### src/lsu_pkg.sv
package lsu_pkg;

    localparam int SRAM_WORDS = 256;                 // Words in the data memory.
    localparam int SRAM_AW    = 8;                   // Word index, address bits 9..2.

    typedef enum logic [3:0] {
        OP_LB  = 4'd1,                               // Signed byte load.
        OP_LBU = 4'd2,                               // Unsigned byte load.
        OP_LH  = 4'd3,                               // Signed halfword load.
        OP_LHU = 4'd4,                               // Unsigned halfword load.
        OP_LW  = 4'd5,                               // Word load.
        OP_SB  = 4'd6,                               // Byte store.
        OP_SH  = 4'd7,                               // Halfword store.
        OP_SW  = 4'd8                                // Word store.
    } lsu_op_e;

    typedef struct packed {
        lsu_op_e     op;                             // Memory operation.
        logic [31:0] addr;                           // Byte address.
        logic [31:0] wdata;                          // Store data, right aligned.
    } lsu_req_t;

    typedef struct packed {
        logic [31:0] rdata;                          // Extended load value.
        logic        error;                          // Misaligned access.
    } lsu_rsp_t;

    typedef struct packed {
        logic               en;                      // Access this cycle.
        logic               we;                      // Write when set.
        logic [SRAM_AW-1:0] index;                   // Word index.
        logic [3:0]         wmask;                   // Byte write enables.
        logic [31:0]        wdata;                   // Lane-placed write data.
    } sram_cmd_t;

    function automatic logic op_is_store(input lsu_op_e op);
        return (op == OP_SB) || (op == OP_SH) || (op == OP_SW);
    endfunction

    // Log2 of the access size in bytes.
    function automatic logic [1:0] op_size(input lsu_op_e op);
        case (op)
            OP_LH, OP_LHU, OP_SH: return 2'd1;       // Halfword.
            OP_LW, OP_SW:         return 2'd2;       // Word.
            default:              return 2'd0;       // Byte.
        endcase
    endfunction

endpackage

### src/lsu_ctrl.sv
`timescale 1ns/1ps
module lsu_ctrl
    import lsu_pkg::*;
(
    input  logic        clk,
    input  logic        rst,
    input  logic        req,                         // Request strobe.
    input  lsu_req_t    req_data,
    input  logic [31:0] st_lane_data,                // From store aligner.
    input  logic [3:0]  st_wmask,
    input  logic [31:0] ld_value,                    // From load aligner.
    output lsu_op_e     cur_op,
    output logic [1:0]  cur_offset,
    output logic [31:0] cur_wdata,
    output sram_cmd_t   sram_cmd,
    output logic        busy,
    output logic        finish,
    output lsu_rsp_t    rsp
);

    typedef enum logic [1:0] {
        IDLE,                                        // Waiting for a request.
        ACCESS,                                      // SRAM command on the bus.
        RESP                                         // Load data returning.
    } state_e;

    state_e   state;
    lsu_req_t req_q;                                 // Latched request.
    logic     misaligned;
    logic     is_store;

    assign busy       = (state != IDLE);
    assign is_store   = op_is_store(req_q.op);
    assign cur_op     = req_q.op;
    assign cur_offset = req_q.addr[1:0];
    assign cur_wdata  = req_q.wdata;

    // Natural alignment by access size.
    always_comb begin
        case (op_size(req_q.op))
            2'd1:    misaligned = req_q.addr[0];
            2'd2:    misaligned = |req_q.addr[1:0];
            default: misaligned = 1'b0;
        endcase
    end

    // One command per request, suppressed on error.
    assign sram_cmd = '{
        en:    (state == ACCESS) && !misaligned,
        we:    is_store,
        index: req_q.addr[SRAM_AW+1:2],              // Upper bits wrap.
        wmask: st_wmask,
        wdata: st_lane_data
    };

    always_ff @(posedge clk) begin
        if (!busy && req) begin
            req_q <= req_data;                       // Capture on accept.
        end
    end

    always_ff @(posedge clk) begin
        if (rst) begin
            state  <= IDLE;
            finish <= 1'b0;
            rsp    <= '0;
        end else begin
            finish <= 1'b0;                          // Single-cycle pulse.
            case (state)
                IDLE: begin
                    if (req) begin
                        state <= ACCESS;
                    end
                end
                ACCESS: begin
                    if (misaligned || is_store) begin
                        state  <= IDLE;
                        finish <= 1'b1;
                        rsp    <= '{rdata: 32'h0, error: misaligned};
                    end else begin
                        state <= RESP;               // Read word next cycle.
                    end
                end
                RESP: begin
                    state  <= IDLE;
                    finish <= 1'b1;
                    rsp    <= '{rdata: ld_value, error: 1'b0};
                end
                default: state <= IDLE;
            endcase
        end
    end

    a_finish_pulse: assert property (@(posedge clk) disable iff (rst)
        finish |=> !finish)
        else $error("finish held for two cycles");

    // A write only lands on an address aligned to its access size.
    a_misalign_no_write: assert property (@(posedge clk) disable iff (rst)
        (sram_cmd.en && sram_cmd.we) |->
            ((req_q.addr[1:0] & ~(2'b11 << op_size(req_q.op))) == 2'b00))
        else $error("SRAM write issued for a misaligned access");

endmodule

### config.mk
export PLATFORM = sky130hd
export DESIGN_NAME = lsu_ctrl
export DESIGN_NICKNAME = d
export VERILOG_FILES = /design/src/lsu_pkg.sv /design/src/lsu_ctrl.sv
export SDC_FILE = /design/constraint.sdc
export NUM_CORES = 1
export LEC_CHECK = 0
export BUFFER_PORTS_ARGS = -buffer_cell sky130_fd_sc_hd__buf_2
export CAP_MARGIN = 15
export CORE_UTILIZATION = 35
export CTS_BUF_LIST = sky130_fd_sc_hd__clkbuf_8
export DETAILED_ROUTE_END_ITERATION = 8
export GPL_TIMING_DRIVEN = 1
export PLACE_DENSITY = 0.78
export REMOVE_ABC_BUFFERS = 1
export SYNTH_ARGS = -nofsm -noshare
export SYNTH_HDL_FRONTEND = slang
export SYNTH_SLANG_ARGS = --single-unit
### constraint.sdc
create_clock -name clk -period 2.3 [get_ports clk]
set_clock_uncertainty 0.2 [all_clocks]
set_input_delay 0.23 -clock clk [delete_from_list [all_inputs] [get_ports clk]]
set_output_delay 0.23 -clock clk [all_outputs]
set_load 0.05 [all_outputs]
Word-level counts from Yosys, hierarchy flattened
Cells that the tools add are included.

cells by class
  $add $sub $neg = 0
  $mul = 0
  div/mod/pow operators = 0
  order comparisons = 0
  eq/ne operators = 12
  shift operators = 0
  multiplexer cells = 9
  bitwise logic cells = 0
  reductions and logical operators = 14

operators by type and width
  cell                                                 number
  case mux 33 bit (2 select lines)                     1
  two-way mux 33 bit                                   1
  equality test 4 x 3 -> 1 bit, second input constant  4
  case mux 2 bit (2 select lines)                      2
  equality test 2 x 1 -> 1 bit, second input constant  2
  equality test 2 bit, second input constant           2
  equality test 4 x 2 -> 1 bit, second input constant  1
  equality test 4 bit, second input constant           1
  two-way mux 2 bit                                    2
  case mux 1 bit (2 select lines)                      2
  nonzero test 2 bit                                   2
  OR reduction 2 bit                                   2
  logical OR 1 bit                                     3
  OR reduction 3 bit                                   1
  logical AND 1 bit                                    2
  logical NOT 1 bit                                    2
  logical NOT 2 bit                                    1
  != test 2 x 1 -> 1 bit, second input constant        1
  != test 2 bit, second input constant                 1
  AND reduction 2 bit                                  1
  two-way mux 1 bit                                    1

storage, ports and cells
  register bits = 82
  latch bits = 0
  bits in writable memories = 0
  ROM bits = 0
  input bits = 139
  output and inout port bits = 119
  logic and storage cells = 42
  memories kept = 0

Logic depth before layout (Yosys ltp)
Gate-level depths: netlist of the first run.

  depth in word-level cells = 8
  depth in mapped cells = 10
  mapped depth without buffers = 9

Worst setup path after synthesis of the first run
OpenSTA, ideal clock, no wires.

  kind = register to register
  start point = register req_q (netlist bit cur_op[2])
  end point = register rsp[3] (netlist bit)
  library setup time = 106 ps
  arrival time = 2,360 ps
  required time = 1,994 ps
  slack = -366 ps
  stages on the path, launching flop included = 10
  path buffers = 1
  clock period less this slack = 2,666 ps
  cell sequence = edfxtp_1 > nor2b_4 > nand2_1 > a21oi_1 > ha_1 > o21ai_1 > a21oi_1 > nor2_1 > clkbuf_2 > o311ai_0

on the way
  cells in the longest elaborated chain, start to end = 8
  elaborated cells between the ends (all ways) = 17
  classes of those cells = eq/ne: 9; mux: 2; reduce/logical: 6

ends and longest elaborated chain
  element                                                              RTL line                      source
  from (decl)                                                          lsu_ctrl.sv:28                lsu_req_t req_q;
  from (signal assigned)                                               lsu_ctrl.sv:58                req_q <= req_data;
  equality test 4 x 3 -> 1 bit (tied with other cells)                 lsu_pkg.sv:37, lsu_pkg.sv:42
  OR reduction 3 bit or OR reduction 2 bit (tied branches)             lsu_pkg.sv:42                 case (op)
  case mux 2 bit (2 select lines)                                      lsu_pkg.sv:42
  equality test 2 bit or equality test 2 x 1 -> 1 bit (tied branches)  lsu_ctrl.sv:40                case (op_size(req_q.op))
  case mux 1 bit (2 select lines)                                      lsu_ctrl.sv:40
  logical OR 1 bit *                                                   lsu_ctrl.sv:76                if (misaligned || is_store) begin
  != test 2 x 1 -> 1 bit (no source line) *                            --
  AND reduction 2 bit (no source line) *                               --
  to (signal assigned)                                                 lsu_ctrl.sv:79                rsp <= '{rdata: 32'h0, error: misaligned};
  to (signal assigned)                                                 lsu_ctrl.sv:87                rsp <= '{rdata: ld_value, error: 1'b0};
  to (decl)                                                            lsu_ctrl.sv:18                output lsu_rsp_t rsp

Mark *: on every way between the ends. The rest lies on a longest branch, timed or not.
A chain may end at the register's enable or synchronous reset.

==> results by group, run 1 <==
Clock tree
  • CTS buffer count: 9
  • Clk slew on worst S/H paths: around 0.09 ns
  • CTS max path bufs: 2
  • CTS tree: done
  • Clk sink count: 82
  • CTS Root Cell: clkbuf_8
  • Clk_lat worst skew: roughly 0.38 ns
  • H-tree levels: 3

Power
  • Seq pwr share: 0.400
  • Power share of the combinational group: 0.339
  • Maximum vdd drop: between 0.4 and 0.5 mV
  • Sw Pwr: around 1700 uW
  • Switching share of power: 0.3855
  • Clock share of power: 0.261
  • Pwr/cell area: about 640 nW/um^2
  • Static Leak: between 0.003 and 0.004 uW
  • Int Pwr: approximately 2600 uW
  • Total power: around 4300 uW

Die
  • FP Rows: 38
  • Initial Utilization: 0.3630
  • Die W: roughly 110 um
  • Die Area: around 12,000 sq um
  • Die Ht: 108.7 um
  • Num ports: 258
  • Core area: between 10,000 and 15,000 sq um

GRT
  • Vias in the first global route: between 4k and 5k
  • First-pass GRT wire length: 24,820 um
  • Largest net degree at the start of global routing: slightly below 50
  • GRT overflow: 0
  • Total track usage: 0.2916
  • Initial antenna violation count: 0

Critical path
  • Crit end category: output pin
  • Critical Path, Cell by Cell: nor2b_4, nand2b_1, a21oi_2, ha_2, o21ai_2, buf_4, a21o_1, and2_4, buf_8
  • Crit-path max FO: 4
  • CP Class: flip-flop to output pin
  • Critical path arrival: about 2.1 ns
  • CP Launch Type: flip-flop
  • Critical path required time: 1.87 ns
  • CP Buf/Inv Count: 2
  • Worst path slowest cell: edfxtp_1
  • CP top delay family: flip-flops
  • Slowest stage delay, CP: about 0.48 ns

Layout
  • Area Overhead vs Synth: 67.89%
  • Nets: between 700 and 800
  • Most common cell after layout, fill and taps aside: buf_2
  • Antenna Diode Count: 0
  • Fillers: approximately 840
  • Most frequent cells in the layout: 161 x buf_2, 78 x dlygate4sd3_1, 68 x nand2_1
  • Layout cells sized above 1: 0.4840
  • Finished Core Util: 0.6094

Timing
  • Final period utilization: 1.119
  • Fmax: a little under 0.4 GHz
  • Unrepaired setup endpoints after global routing: true
  • Final Critical Period: between 2 and 3 ns
  • Setup ws final: -0.2726 ns
  • Final Hold Violating Endpoints: 0
  • Slew Limit Fails: 0
  • Setup TNS: -3.933 ns
  • Worst rel slew slack: 0.5042
  • Worst-Margin Slew: 0.7249 ns
  • Final-report setup violation count: 34

Drt
  • Post-detailed-route wirelength per cell: 24.19 um
  • Vias per cell: around 5.7
  • Final ANT Viol Nets: 0
  • Routed wire length: roughly 19,000 um
  • Via Count: approximately 4.4k
  • DR DRC count: 0
  • First-pass detailed-route iteration total: 5
  • DRT iter0 DRCs: 352

Logic synthesis
  • Post-synthesis sequential area ratio: 0.5273
  • Synth warnings: 0
  • Cells after Synth: 394
  • Seq cells post-synth: 82
  • Syn avg cell area: a little over 10 sq um
  • Post-synth cell types: 33
  • Mapped Area: 3986 sq um

Hold path
  • HP Class: primary input to flip-flop

Placement
  • Number of buffers added on ports: 163
  • Routability cong.: slightly below 0.8
  • HPWL after DPL: 10,300 um

Job
  • Max-cap violations: 0

Run status
  • Failing checks: negative setup slack
  • Status: finished with violations
==> layer usage <==
layer,global-route usage,part of all wire,vias to the layer above,routed length [um]
met2,0.4652,0.47,253,8723
met1,0.2786,0.32,2102,5972
met5,0,0,-,0
li1,-,-,1910,-
met4,0.2529,0.089,0,1654
met3,0.1458,0.12,116,2181
==> stage by stage <==
step | setup WS (ns) | std cells | hold WS (ns) | instance area [sq um]
finish | -0.2726 | 766 | 0.05233 | 6693
global route | -0.3637 | 766 | 0.03710 | 6693
CTS | -0.2312 | 763 | 0.005832 | 6233
detailed placement | -0.1568 | 654 | 0.2081 | 4803
global placement | -0.03673 | 654 | 0.2074 | 4803
floorplan | -1.379 | 321 | 0.09907 | 3542
==> state kept, by name (all words and copies together), names as in the netlist <==
name and flops:
state 2, sram_cmd 8, cur_op 4, finish 1
cur_wdata 32, cur_offset 2, rsp 33
==> cell type report <==
| class | count | area [sq um] | area share |
|---|---|---|---|
| clock inverters | 7 | 77.57 | 0.01159 |
| well taps | 140 | 175.2 | 0.02617 |
| clock buffers | 9 | 123.9 | 0.01851 |
| repair inverters | 3 | 26.28 | 0.003926 |
| repair buffers | 286 | 2078 | 0.3105 |
| multi-input cells | 230 | 2063 | 0.3083 |
| flip-flops and latches | 82 | 2102 | 0.3141 |
| inverters | 9 | 46.29 | 0.006917 |
==> cells in the mapped netlist <==
cell / number / share of area
o21ai_1: 1 / 0.0013
clkinv_1: 2 / 0.0019
edfxtp_1: 46 / 0.35
inv_1: 6 / 0.0056
buf_6: 3 / 0.0085
nand2b_1: 2 / 0.0031
a311oi_1: 1 / 0.0022
nor3_1: 32 / 0.040
a21oi_1: 4 / 0.0050
o41ai_1: 1 / 0.0022
buf_1: 3 / 0.0028
nor2_2: 1 / 0.0016
a31oi_1: 32 / 0.050
inv_4: 1 / 0.0016
nand2_1: 70 / 0.066
a21o_1: 2 / 0.0038
dfxtp_1: 36 / 0.18
o311ai_0: 4 / 0.0088
a22oi_4: 1 / 0.0053
nand4_1: 1 / 0.0016
nor2_1: 3 / 0.0028
o21ai_0: 3 / 0.0038
a2111oi_0: 1 / 0.0022
buf_2: 4 / 0.0050
o311ai_1: 28 / 0.062
ha_1: 6 / 0.019
clkbuf_2: 3 / 0.0038
nor2b_1: 1 / 0.0016
nor2b_4: 2 / 0.0069
and2_1: 2 / 0.0031
buf_4: 37 / 0.070
clkbuf_1: 23 / 0.022
or4_1: 32 / 0.060
==> kinds of logic after synthesis <==
family / share of synthesized area
buffers and inverters: 0.1205
and+or+nand+nor: 0.1871
DFF: 0.5273
adders and majority gates: 0.01883
AOI/OAI and AO/OA: 0.1463
==> power by group through the flow <==
stage	combinational (uW)	sequential [uW]	clock (uW)
after floorplan	308	2070	0
after global placement	1040	1740	0
after detailed placement	1070	1750	0
after CTS	1320	1710	1140
after global routing	1510	1720	1190
final	1460	1720	1120
==> tightest hold or removal path, delay by kind of cell <==
kind | cells | cell delay [ns]
buf+inv | 1 | 0.09
simple gates | 1 | 0.14
compound gates | 1 | 0.11
==> timing repair <==
action                                  4_1_cts  5_1_grt
hold buffers                                 78        0
pin swaps                                    19       51
endpoints found under the setup margin       34       36
buffers inserted                             10        4
cloned                                        5        3
endpoints found under the hold margin        79        0
resized for setup                            63       70
==> path summary, 6_finish.rpt <==
path | startpoint | endpoint | slack, ns | cells after the start
worst max-delay path | cur_op[2]$_DFFE_PP_ | sram_cmd[45] | -0.27 | 9
worst min-delay path | ld_value[9] | rsp[10]$_SDFFE_PP0P_ | 0.05 | 3
worst min register to register | state[0]$_SDFFE_PP0P_ | state[0]$_SDFFE_PP0P_ | 0.30 | 2
worst max register to register | cur_op[2]$_DFFE_PP_ | rsp[0]$_SDFFE_PP0P_ | -0.23 | 9
Note: power is estimated with default switching activity, not from simulation.
==> run 2, diff against run 1 <==
--- a/config.mk
+++ b/config.mk
@@ -13,6 +13,7 @@
 export GPL_TIMING_DRIVEN = 1
 export PLACE_DENSITY = 0.78
 export REMOVE_ABC_BUFFERS = 1
+export SETUP_SLACK_MARGIN = 0.4
 export SYNTH_ARGS = -nofsm -noshare
 export SYNTH_HDL_FRONTEND = slang
 export SYNTH_SLANG_ARGS = --single-unit
==> results by group, run 2 (same netlist as run 1, synthesis figures left out) <==
Critical path
  • CP top delay family: flip-flops
  • Critical path required time: 1.87 ns
  • Reg2reg path depth: 12
  • Critical Path, Cell by Cell: nor2b_4, nand2_2, a21oi_2, ha_2, o21ai_2, buf_6, a21o_1, and2_4, buf_8
  • Crit end category: output pin
  • Crit-path max FO: 4
  • CP Launch Type: flip-flop
  • Worst r2r dst: rsp[32]$_SDFFE_PP0P_
  • CP Class: flip-flop to output pin
  • Worst r2r src: cur_op[2]$_DFFE_PP_
  • Critical path arrival: approximately 2.2 ns
  • CP Buf/Inv Count: 2
  • Worst path slowest cell: edfxtp_1
  • Slowest stage delay, CP: roughly 0.48 ns
  • Reg2reg setup slack: -0.27 ns

Timing
  • Final period utilization: 1.134
  • Fmax: between 0.3 and 0.4 GHz
  • Unrepaired setup endpoints after global routing: true
  • Setup TNS: -6.262 ns
  • Setup ws final: -0.3087 ns
  • Final-report setup violation count: 35
  • Worst-Margin Slew: 0.4858 ns
  • Final Critical Period: between 2 and 3 ns
  • Final Hold Violating Endpoints: 0
  • Slew Limit Fails: 0
  • Worst rel slew slack: 0.6761

Die
  • Core area: 10,980 sq um
  • FP Rows: 38
  • Initial Utilization: 0.3630
  • Die Area: about 12,000 sq um
  • Die Ht: 108.7 um
  • Die W: roughly 110 um
  • Num ports: 258

Clock tree
  • CTS Root Cell: clkbuf_8
  • H-tree levels: 3
  • CTS tree: done
  • CTS buffer count: 9
  • Clk_lat worst skew: 0.38 ns
  • CTS max path bufs: 2
  • Clk sink count: just over 80
  • Clk slew on worst S/H paths: 0.09 ns

Layout
  • Antenna Diode Count: 0
  • Layout cells sized above 1: 0.4723
  • Most flops, register: rsp
  • Nets: 771
  • Max reg flops: 33
  • Most frequent cells in the layout: 160 x buf_2, 76 x dlygate4sd3_1, 67 x nand2_1
  • Flip-flop and latch area: 2102 sq um
  • Area Overhead vs Synth: 63.50%
  • Multi-input logic area: ~1800 sq um
  • Fillers: 891
  • Most common cell after layout, fill and taps aside: buf_2

Placement
  • Number of buffers added on ports: 163
  • Routability cong.: 0.7903
  • HPWL after DPL: 10,300 um
  • Pre-CTS WS: -0.1568 ns

Hold path
  • HP Class: primary input to flip-flop
  • Hold Path End: rsp[23]$_SDFFE_PP0P_
  • WHS Path Cells: 3
  • Hold Startpoint: ld_value[22]

Drt
  • Post-detailed-route wirelength per cell: 23.62 um
  • Routed wire length: ~18,000 um
  • Vias per cell: between 5 and 6
  • DRT iter0 DRCs: 377
  • First-pass detailed-route iteration total: 5
  • DR DRC count: 0
  • Final ANT Viol Nets: 0
  • Via Count: between 4k and 5k

GRT
  • GRT overflow: 0
  • Vias in the first global route: around 4.4k
  • Initial antenna violation count: 0
  • Largest net degree at the start of global routing: 49
  • Total track usage: 0.3079
  • First-pass GRT wire length: around 26,000 um

Power
  • Pwr/cell area: roughly 660 nW/um^2
  • Static Leak: roughly 0.0028 uW
  • Maximum vdd drop: around 0.47 mV

Run status
  • Status: finished with violations
  • Failing checks: negative setup slack

Job
  • Max-cap violations: 0
run 2: per-layer routing:
| layer | wire, um | part of all wire | track usage |
|---|---|---|---|
| met5 | 0 | 0 | 0 |
| met4 | 1670 | 0.092 | 0.2712 |
| met3 | 2154 | 0.12 | 0.1578 |
| met2 | 8505 | 0.47 | 0.4878 |
| met1 | 5882 | 0.32 | 0.2930 |
run 2: worst max-delay path by stage:
stage	to	start	cells after the start
2_1_floorplan	rsp[1]$_SDFFE_PP0P_	cur_op[2]$_DFFE_PP_	8
3_3_place_gp	rsp[32]$_SDFFE_PP0P_	cur_op[3]$_DFFE_PP_	10
3_5_place_dp	rsp[2]$_SDFFE_PP0P_	cur_op[2]$_DFFE_PP_	10
4_1_cts	sram_cmd[45]	cur_op[2]$_DFFE_PP_	9
5_1_grt	sram_cmd[45]	cur_op[2]$_DFFE_PP_	10
6_report	sram_cmd[45]	cur_op[2]$_DFFE_PP_	9
run 2: layout make-up:
cell class	count	share of cell area
timing repair buffer	291	0.3321
sequential	82	0.3225
multi-input combinational	230	0.2759
tap	140	0.02688
clock buffer	9	0.01901
clock inverter	7	0.01190
inverter	9	0.007679
timing repair inverter	3	0.004031
run 2: power breakdown:
part / internal [uW] / switching, uW / total, uW
clock: 514 / 606 / 1120
sequential: 1670 / 46.7 / 1720
combinational: 480 / 965 / 1440
run 2: per-stage QoR:
step | instance area [sq um] | cells | hold slack (ns) | utilization | total power, uW
global route | 6518 | 771 | 0.008795 | 0.5934 | 4416
global placement | 4803 | 654 | 0.2074 | 0.4373 | 2783
CTS | 6297 | 764 | 0.004256 | 0.5734 | 4214
detailed placement | 4803 | 654 | 0.2081 | 0.4373 | 2813
finish | 6518 | 771 | 0.02199 | 0.5934 | 4280
floorplan | 3542 | 321 | 0.09907 | - | 2379
run 2: timing repair:
action | CTS | global route
buffers inserted | 10 | 7
gates resized for setup | 74 | 34
cloned | 8 | 0
setup endpoints to repair | 38 | 38
pin swaps | 39 | 13
endpoints found under the hold margin | 77 | 0
hold buffers | 76 | 0
run 2: worst register-to-register path, cell delays in order (launching register included):
cell and delay (ns):
edfxtp_1 0.48, nor2b_4 0.21, nand2_2 0.07, a21oi_2 0.17, inv_1 0.06, ha_2 0.18
nand2_2 0.07, buf_4 0.12, a21oi_4 0.08, buf_6 0.13, buf_6 0.13, or4_1 0.47
o311ai_1 0.11
==> run 3, diff against run 2 <==
--- a/config.mk
+++ b/config.mk
@@ -9,9 +9,10 @@
 export CAP_MARGIN = 15
 export CORE_UTILIZATION = 35
 export CTS_BUF_LIST = sky130_fd_sc_hd__clkbuf_8
+export CTS_CLUSTER_SIZE = 28
 export DETAILED_ROUTE_END_ITERATION = 8
 export GPL_TIMING_DRIVEN = 1
-export PLACE_DENSITY = 0.78
+export PLACE_DENSITY = 0.75
 export REMOVE_ABC_BUFFERS = 1
 export SETUP_SLACK_MARGIN = 0.4
 export SYNTH_ARGS = -nofsm -noshare
==> constraint.sdc (replaced) <==
create_clock -name clk -period 2.68 [get_ports clk]
set_clock_uncertainty 0.2 [all_clocks]
set_input_delay 0.268 -clock clk [delete_from_list [all_inputs] [get_ports clk]]
set_output_delay 0.268 -clock clk [all_outputs]
set_load 0.05 [all_outputs]
==> results by group, run 3 (same netlist as run 1, synthesis figures left out) <==
Critical path
  • CP Launch Type: flip-flop
  • Worst r2r src: cur_op[3]$_DFFE_PP_
  • Critical path required time: between 2 and 3 ns
  • Reg2reg path depth: 11
  • Crit-path max FO: 17
  • Reg2reg setup slack: between 0.1 and 0.15 ns
  • Crit end category: flip-flop
  • Worst r2r dst: rsp[15]$_SDFFE_PP0P_
  • CP Class: flip-flop to flip-flop
  • Critical path arrival: about 2.6 ns

GRT
  • GRT overflow: 0
  • Initial antenna violation count: 1
  • First-pass GRT wire length: ~21,000 um
  • Largest net degree at the start of global routing: 47
  • Vias in the first global route: 3,736
  • Total track usage: 0.2438

Drt
  • Post-detailed-route wirelength per cell: a little over 20 um
  • Routed wire length: about 15,000 um
  • DRT iter0 DRCs: 319
  • DR DRC count: 0
  • Final ANT Viol Nets: 0
  • First-pass detailed-route iteration total: 5
  • Vias per cell: between 5 and 6
  • Via Count: roughly 4k

Power
  • Total power: between 3000 and 4000 uW
  • Static Leak: ~0.0023 uW
  • Maximum vdd drop: about 0.32 mV
  • Pwr/cell area: about 580 nW/um^2

Run status
  • Status: complete, no violations

Layout
  • Area Overhead vs Synth: 47.14%
  • Most common cell after layout, fill and taps aside: buf_2
  • Finished Core Util: 0.5341
  • Design area: around 5900 sq um
  • Fillers: approximately 950
  • Nets: roughly 740
  • Most frequent cells in the layout: 161 x buf_2, 72 x dlygate4sd3_1, 69 x nand2_1
  • Flip-flop and latch area: about 2100 sq um
  • Most flops, register: rsp
  • Multi-input logic area: around 1500 sq um
  • Layout cells sized above 1: 0.3837
  • Max reg flops: 33

Clock tree
  • CTS tree: done
  • Clk_lat worst skew: roughly 0.37 ns
  • H-tree levels: 3
  • CTS buffer count: 9
  • CTS max path bufs: 2
  • Clk sink count: 82
  • Clk slew on worst S/H paths: around 0.09 ns
  • CTS Root Cell: clkbuf_8

Timing
  • Final period utilization: 0.9554
  • Unrepaired setup endpoints after global routing: true
  • Slew Limit Fails: 0
  • WHS: around 0.015 ns
  • Fmax: 0.3905 GHz
  • Final-report setup violation count: 0
  • Worst-Margin Slew: 0.5873 ns
  • Setup ws final: between 0.1 and 0.15 ns
  • Final Critical Period: roughly 2.6 ns
  • Final Hold Violating Endpoints: 0
  • Worst rel slew slack: 0.6085

Hold path
  • HP Class: primary input to flip-flop
  • Hold Startpoint: ld_value[31]
  • WHS Path Cells: 3
  • Hold Path End: rsp[32]$_SDFFE_PP0P_

Job
  • Max-cap violations: 0

Placement
  • Pre-CTS WS: between 0.2 and 0.25 ns
  • HPWL after DPL: around 9500 um
  • Cell Area, Placed: about 4700 sq um
  • Routability cong.: between 0.8 and 0.9
  • Number of buffers added on ports: about 160

Die
  • Die Ht: between 100 and 150 um
  • Core area: about 11,000 sq um
  • Initial Utilization: 0.3630
  • Die W: ~110 um
  • Die Area: 11,820 sq um
  • Num ports: 258
  • FP Rows: 38
-- run 3: power breakdown --
group          total, uW  internal [uW]  switching [uW]
clock                869            353             516
combinational       1050            313             738
sequential          1470           1430            40.1
-- run 3: critical path, cell delays in order (launching register included) --
cell and delay (ns):
edfxtp_1 0.46, nor2b_4 0.19, nand2b_1 0.07, a21oi_2 0.22, inv_1 0.08, ha_2 0.18
nand2_2 0.07, buf_4 0.12, a21oi_4 0.08, buf_12 0.17, or4_1 0.51, o311ai_2 0.11
-- run 3: metal layers --
metal  part of all wire  global-route usage  up-vias
met3              0.073             0.05619       52
met1               0.36              0.2686     1919
met4              0.056              0.1863        0
met5                  0                   0        -
met2               0.51              0.4078      185
li1                   -                   -     1871
-- run 3: timing repair --
action,4_1_cts,5_1_grt
buffers inserted,7,6
pin swaps,3,3
hold buffers,71,1
gates resized for setup,9,21
setup endpoints to repair,34,36
endpoints found under the hold margin,71,1
cloned,0,4
-- run 3: final cells by class --
cell class,instances,area share
sequential,82,0.3584
clock inverter,7,0.01003
clock buffer,9,0.02112
tap,140,0.02986
timing repair buffer,262,0.3129
multi-input combinational,230,0.2549
antenna,1,0.0004266
timing repair inverter,3,0.004480
inverter,9,0.007892
-- run 3: worst max-delay path by stage --
stage,end,slack [ns],depth (start not counted),start
final,rsp[15]$_SDFFE_PP0P_,0.12,11,cur_op[3]$_DFFE_PP_
after global routing,rsp[15]$_SDFFE_PP0P_,-0.02,11,cur_op[3]$_DFFE_PP_
after CTS,sram_cmd[45],0.18,9,cur_op[2]$_DFFE_PP_
after detailed placement,rsp[2]$_SDFFE_PP0P_,0.23,9,cur_op[1]$_DFFE_PP_
after global placement,rsp[2]$_SDFFE_PP0P_,0.30,9,cur_op[1]$_DFFE_PP_
after floorplan,rsp[1]$_SDFFE_PP0P_,-1.0,8,cur_op[2]$_DFFE_PP_
-- run 3: through the flow --
step	TNS [ns]	instances
6_report	0	743
5_1_grt	-0.06591	743
3_3_place_gp	0	637
4_1_cts	0	731
3_5_place_dp	0	637
2_1_floorplan	-30.99	321
